`src/hw/simd_alu_pkg.sv`:
```
/* widths, opcodes, register map and bus structs shared by the simd alu rtl
   every file refers to these by scoped name */
package simd_alu_pkg;

	// operand, result and bus data width
	localparam int data_w = 64;
	// word address into the four 64-bit registers
	localparam int adr_w = 2;

	// alu opcodes
	// 14, 15 and 18 are unused codes
	typedef enum logic [5:0] {
		op_nop      = 6'd0,
		op_and      = 6'd1,
		op_or       = 6'd2,
		op_xor      = 6'd3,
		op_not      = 6'd4,
		op_mov      = 6'd5,
		op_add      = 6'd6,
		op_sub      = 6'd7,
		op_mul_even = 6'd8,
		op_mul_odd  = 6'd9,
		op_sll      = 6'd10,
		op_srl      = 6'd11,
		op_sra      = 6'd12,
		op_rot_half = 6'd13,
		op_sq_even  = 6'd16,
		op_sq_odd   = 6'd17
	} alu_op_e;

	// element size inside a 64-bit operand
	typedef enum logic [1:0] {
		w8  = 2'd0,
		w16 = 2'd1,
		w32 = 2'd2,
		w64 = 2'd3
	} elem_width_e;

	// low byte of the command register, opcode on top
	typedef struct packed {
		alu_op_e     op;
		elem_width_e width;
	} alu_cmd_t;

	// register map, word addressed
	typedef enum logic [1:0] {
		reg_a      = 2'd0,
		reg_b      = 2'd1,
		reg_cmd    = 2'd2,
		reg_result = 2'd3
	} reg_addr_e;

	// wishbone classic, master to slave
	typedef struct packed {
		logic              cyc;
		logic              stb;
		logic              we;
		logic [adr_w-1:0]  adr;
		logic [0:data_w-1] dat_w;
	} wb_req_t;

	// wishbone classic, slave to master
	typedef struct packed {
		logic              ack;
		logic [0:data_w-1] dat_r;
	} wb_rsp_t;

	// bus slave fsm
	typedef enum logic {
		st_idle = 1'b0,
		st_ack  = 1'b1
	} ctrl_state_e;

endpackage

```
`src/hw/wb_alu_ctrl.sv`:
```
/* wishbone classic slave holding operand a, operand b, command and result
   result register reloads from the datapath one edge after each command write */
`timescale 1ns/1ns

module wb_alu_ctrl (
	input  logic                                  clk,
	input  logic                                  reset,
	input  simd_alu_pkg::wb_req_t                 wb_req,
	output simd_alu_pkg::wb_rsp_t                 wb_rsp,
	output logic [0:simd_alu_pkg::data_w-1]       op_a,
	output logic [0:simd_alu_pkg::data_w-1]       op_b,
	output simd_alu_pkg::alu_cmd_t                cmd,
	input  logic [0:simd_alu_pkg::data_w-1]       alu_result
);

	simd_alu_pkg::ctrl_state_e state;
	simd_alu_pkg::reg_addr_e   addr;

	// latched datapath output
	logic [0:simd_alu_pkg::data_w-1] result_q;
	// set by a command write, loads result_q on the next edge
	logic                            result_pend;
	// valid request from the master
	logic                            req;

	assign req  = wb_req.cyc && wb_req.stb;
	assign addr = simd_alu_pkg::reg_addr_e'(wb_req.adr);

	// idle/ack fsm and register writes
	always_ff @(posedge clk) begin
		if (reset) begin
			state       <= simd_alu_pkg::st_idle;
			op_a        <= '0;
			op_b        <= '0;
			cmd         <= '0;
			result_q    <= '0;
			result_pend <= 1'b0;
		end else begin
			// pending lasts exactly one cycle
			result_pend <= 1'b0;

			case (state)
				simd_alu_pkg::st_idle: begin
					// request seen here, ack in the next cycle
					if (req) begin
						state <= simd_alu_pkg::st_ack;
					end
				end
				simd_alu_pkg::st_ack: begin
					// one ack cycle only, no new request taken here
					state <= simd_alu_pkg::st_idle;
					// write lands on the edge that ends ack
					if (wb_req.we) begin
						case (addr)
							simd_alu_pkg::reg_a: begin
								op_a <= wb_req.dat_w;
							end
							simd_alu_pkg::reg_b: begin
								op_b <= wb_req.dat_w;
							end
							simd_alu_pkg::reg_cmd: begin
								// command is the low byte
								cmd         <= simd_alu_pkg::alu_cmd_t'(
									wb_req.dat_w[simd_alu_pkg::data_w-8 +: 8]);
								result_pend <= 1'b1;
							end
							default: begin
								// result register is read only
							end
						endcase
					end
				end
				default: begin
					state <= simd_alu_pkg::st_idle;
				end
			endcase

			// datapath has settled on the new command by now
			if (result_pend) begin
				result_q <= alu_result;
			end
		end
	end

	// ack and read-back mux
	always_comb begin
		wb_rsp.ack = (state == simd_alu_pkg::st_ack);
		case (addr)
			simd_alu_pkg::reg_a:   wb_rsp.dat_r = op_a;
			simd_alu_pkg::reg_b:   wb_rsp.dat_r = op_b;
			// command byte, zero extended
			simd_alu_pkg::reg_cmd: wb_rsp.dat_r = {{(simd_alu_pkg::data_w-8){1'b0}}, cmd};
			default:               wb_rsp.dat_r = result_q;
		endcase
	end

endmodule

```
`config.mk`:
```
export PLATFORM = sky130hd
export DESIGN_NAME = wb_alu_ctrl
export DESIGN_NICKNAME = d
export VERILOG_FILES = /design/src/hw/simd_alu_pkg.sv /design/src/hw/wb_alu_ctrl.sv
export SDC_FILE = /design/constraint.sdc
export NUM_CORES = 1
export LEC_CHECK = 0
export BUFFER_PORTS_ARGS = -buffer_cell sky130_fd_sc_hd__clkbuf_2
export CORE_ASPECT_RATIO = 1.4
export CORE_MARGIN = 4
export CORE_UTILIZATION = 54
export DETAILED_ROUTE_END_ITERATION = 10
export HOLD_SLACK_MARGIN = 0.02
export PLACE_DENSITY_LB_ADDON = 0.25
export REMOVE_ABC_BUFFERS = 1
export SYNTH_ARGS = -nofsm -noshare
export SYNTH_HDL_FRONTEND = slang
export SYNTH_SLANG_ARGS = --single-unit
```
`constraint.sdc`:
```
create_clock -name clk -period 3.5 [get_ports clk]
set_clock_uncertainty 0.15 [all_clocks]
set_input_delay 0.35 -clock clk [delete_from_list [all_inputs] [get_ports clk]]
set_output_delay 0.35 -clock clk [all_outputs]
set_load 0.05 [all_outputs]
```
# After elaboration in Yosys (flattened, before gate mapping)
# Index checks and enable logic that the tools add are counted.
[op_classes] eq_ne=2 bitwise=2 n_reduce_logical=6 addsub=0 order_cmp=0 muxes=4 n_div=0 n_mul=0 shift=0
[ops] op="$pmux W64 S3" count=1
[ops] op="$reduce_and A3 Y1" count=3
[ops] op="$reduce_or A3 Y1" count=1
[ops] op="$eq A2 B1 Y1 const B" count=1
[ops] op="$eq A2 B2 Y1 const B" count=1
[ops] op="$logic_not A2 Y1" count=1
[ops] op="$mux W1" count=2
[ops] op="$not A1 Y1" count=2
[ops] op="$pmux W1 S2" count=1
[ops] op="$logic_and A1 B1 Y1" count=1
[totals] word_cells=21 rom_bits=0 ram_bits=0 inputBits=135 regBits=202 output_inout_bits=201 memories=0 latch_bits=0

# Logic depth before layout (Yosys ltp)
[depth] depth_word=3 mapped_depth=6 depth_no_buf=2

# Worst setup path before layout
# OpenSTA, ideal clock, no wires.
[synth_timing] path_type="input port to output port" startpoint="input port wb_req[64] in the netlist's numbering" endpoint="output port wb_rsp[10] in the netlist's numbering" t_arrival_ns=1.813 path_buffers=3 setup_slack_ns=1.187 path_stages=5 cell_sequence="buf_2 -> buf_2 -> buf_4 -> mux2i_1 -> o2bb2ai_1"
[synth_lines] element="from (decl)" line_no="wb_alu_ctrl.sv:8" source="input simd_alu_pkg::wb_req_t wb_req,"
[synth_lines] element="to (decl)" line_no="wb_alu_ctrl.sv:9" source="output simd_alu_pkg::wb_rsp_t wb_rsp,"

==> impl_metrics.csv <==
group,metric,value,unit
run_status,outcome,"complete, no violations",
synth,yosys.area_share.simple,0.169,
placed_design,dp.cells,1348,
cts,cts_tree,"yes",
synth,synthAdderAreaFrac,0,
pwr,irDropWorstVdd,0.355,mV
detailed_routing,met3_length,1.47,mm
sta,setup_viol,0,
sta,tightest_slew,771,ps
synth,synthMuxAreaShare,0.297,
cts,insertion_delay,480,ps
sta,post-route-period-util,0.776,
global_route,antenna_found_initial,1,
final_layout,final_core_util,0.767,
sta,rsz0062_at_grt,"false",
die,die_h,163,um
die,num_rows,56,
worst_setup_path,crit_fanout,32,
cts,clk_transition_reported_paths,60,ps
placed_design,gp_congestion,0.814,
synth,synthCells,869,
worst_setup_path,endpoint_kind,"primary output",
cts,cts-root-buf,"clkbuf_16",
synth,synth_top_family_by_area,"multiplexers",
die,die_area,19300,um2
cts,clock_sinks,202,
detailed_routing,drtAntennaViolNets,0,
sta,hold_violations,0,
worst_setup_path,cp.arrival,2220,ps
detailed_routing,drt_iter0_drc,394,
synth,yosys.cell_types.count,18,
detailed_routing,top_layer_used,"met4",
placed_design,dpl_cell_area,10900,um2
synth,synthXorXnorAreaFrac,0,
placed_design,dp_hpwl,17.7,mm
synth,syn_area_per_cell,10.6,um2
final_layout,layout_common_cells,"clkbuf_2, mux2i_1, dfxtp_1",
synth,synth_compound_area_frac,0.0531,
detailed_routing,wl_met1,10.5,mm
global_route,grt_pass1_wl,43.6,mm
detailed_routing,vias,8101,
global_route,grt.total_usage,0.275,
detailed_routing,routedWlPerCell,18.4,um
synth,yosysSeqAreaShare,0.438,
final_layout,stdcell_count,1511,
final_layout,fin_area,12800,um2
final_layout,layout.cells.most_common,"clkbuf_2",
final_layout,drive_gt1_frac,0.300,
sta,max_freq,368,MHz
sta,slew_headroom,0.486,
sta,setup_slack,782,ps
cts,clock_path_buffers,3,
flow_run,maxCapViolations,0,
detailed_routing,drcViolationCount,0,
pwr,power.density,383,nW/um2
final_layout,area_growth,39.2,%
synth,yosysWarnings,0,
sta,slew_violations,0,
sta,min_period,2720,ps
worst_setup_path,cp-start-kind,"input port",
min_path,hp-class,"in -> reg",
sta,whs,42.6,ps
cts,cts-buffers-inserted,20,
cts,cts_resized,0,
detailed_routing,firstDrtPassIters,4,
global_route,overflow,0,
detailed_routing,vias_per_cell,5.36,
die,core,16700,um2
cts,htree_num_levels,1,
pwr,leakage,5.84,nW
cts,post_cts_buffers,0,
detailed_routing,dr_wl_met2,14.6,mm
placed_design,portBuffers,335,
die,io_pins,336,
pwr,power,4.92,mW
die,initial_utilization,0.551,
worst_setup_path,required,3000,ps
global_route,grt_pass1_vias,8617,
synth,synth_area,9230,um2
worst_setup_path,critPathKind,"in -> out",
global_route,grt_start_max_net_pins,106,
final_layout,final_nets,1427,
placed_design,dp_worst_setup_slack,864,ps
die,fp.dieW,118,um
sta,final.setup.tns,0,ps
detailed_routing,drt-total-wl,27.8,mm
synth,yosys_register_bits,202,
==> sequential cells by signal, summed over array words and instances, names as in the netlist <==
| signal | flops |
|---|---|
| result_pend | 1 |
| op_b | 64 |
| op_a | 64 |
| result_q | 64 |
| state | 1 |
| cmd | 8 |
==> cells by family (layout without fill, tap and decap cells) <==
| group | Yosys count | in the layout |
|---|---|---|
| and+or+nand+nor | 273 | 273 |
| muxes | 264 | 264 |
| DFF | 202 | 202 |
| buffers and inverters | 74 | 511 |
| AOI/OAI and AO/OA | 56 | 56 |
| other | 0 | 2 |
==> timing repair <==
action	in CTS	in global routing
hold endpoints to repair	184	0
setup endpoints to repair	0	0
hold buffers	125	0
==> per-layer routing <==
layer  vias up  GRT usage
li1       3859          -
met1      3827      0.301
met2       311      0.508
met3       104     0.0490
met4         0      0.141
met5         -          0
==> synth_stat cells <==
master,n,area share
and2_1,1,0.00068
and4b_1,1,0.0011
and4bb_1,1,0.0014
buf_2,24,0.013
buf_4,14,0.011
buf_6,1,0.0012
buf_8,2,0.0033
clkbuf_1,33,0.013
dfxtp_1,202,0.44
mux2i_1,256,0.28
mux4_2,8,0.020
nand2_1,1,0.00041
nand2b_1,200,0.14
nand4b_1,2,0.0019
nand4bb_1,1,0.0012
nor2_1,65,0.026
nor3_1,1,0.00054
o2bb2ai_1,56,0.053
==> worst paths after layout <==
path | startpoint | end | slack [ps] | cells after the start
worst max-delay path | wb_req[64] | wb_rsp[43] | 780 | 5
worst min-delay path | wb_req[5] | op_b[58] | 40 | 3
worst min register to register | op_a[45] | op_a[45] | 340 | 2
worst max register to register | result_pend | result_q[41] | 1650 | 3
==> layout make-up <==
class	instances	area [um2]
Clock buffer	33	641
Clock inverter	3	15.0
Sequential cell	202	4050
Fill cell	1092	3900
Antenna cell	2	5.00
Timing Repair Buffer	475	3090
Multi-Input combinational cell	593	4800
Tap cell	203	254
==> report_power, final <==
group	leakage, nW	total [mW]	switching (mW)	internal [mW]
clock	0.327	2.11	0.865	1.25
sequential	1.63	2.33	0.0143	2.31
combinational	3.89	0.480	0.235	0.245
total	5.84	4.92	1.11	3.80
==> critical path: stages <==
cell,delay [ps]
buf_4,470
and2_2,450
buf_4,370
o2bb2ai_1,190
clkbuf_2,330
(Power assumes the default switching activity.)
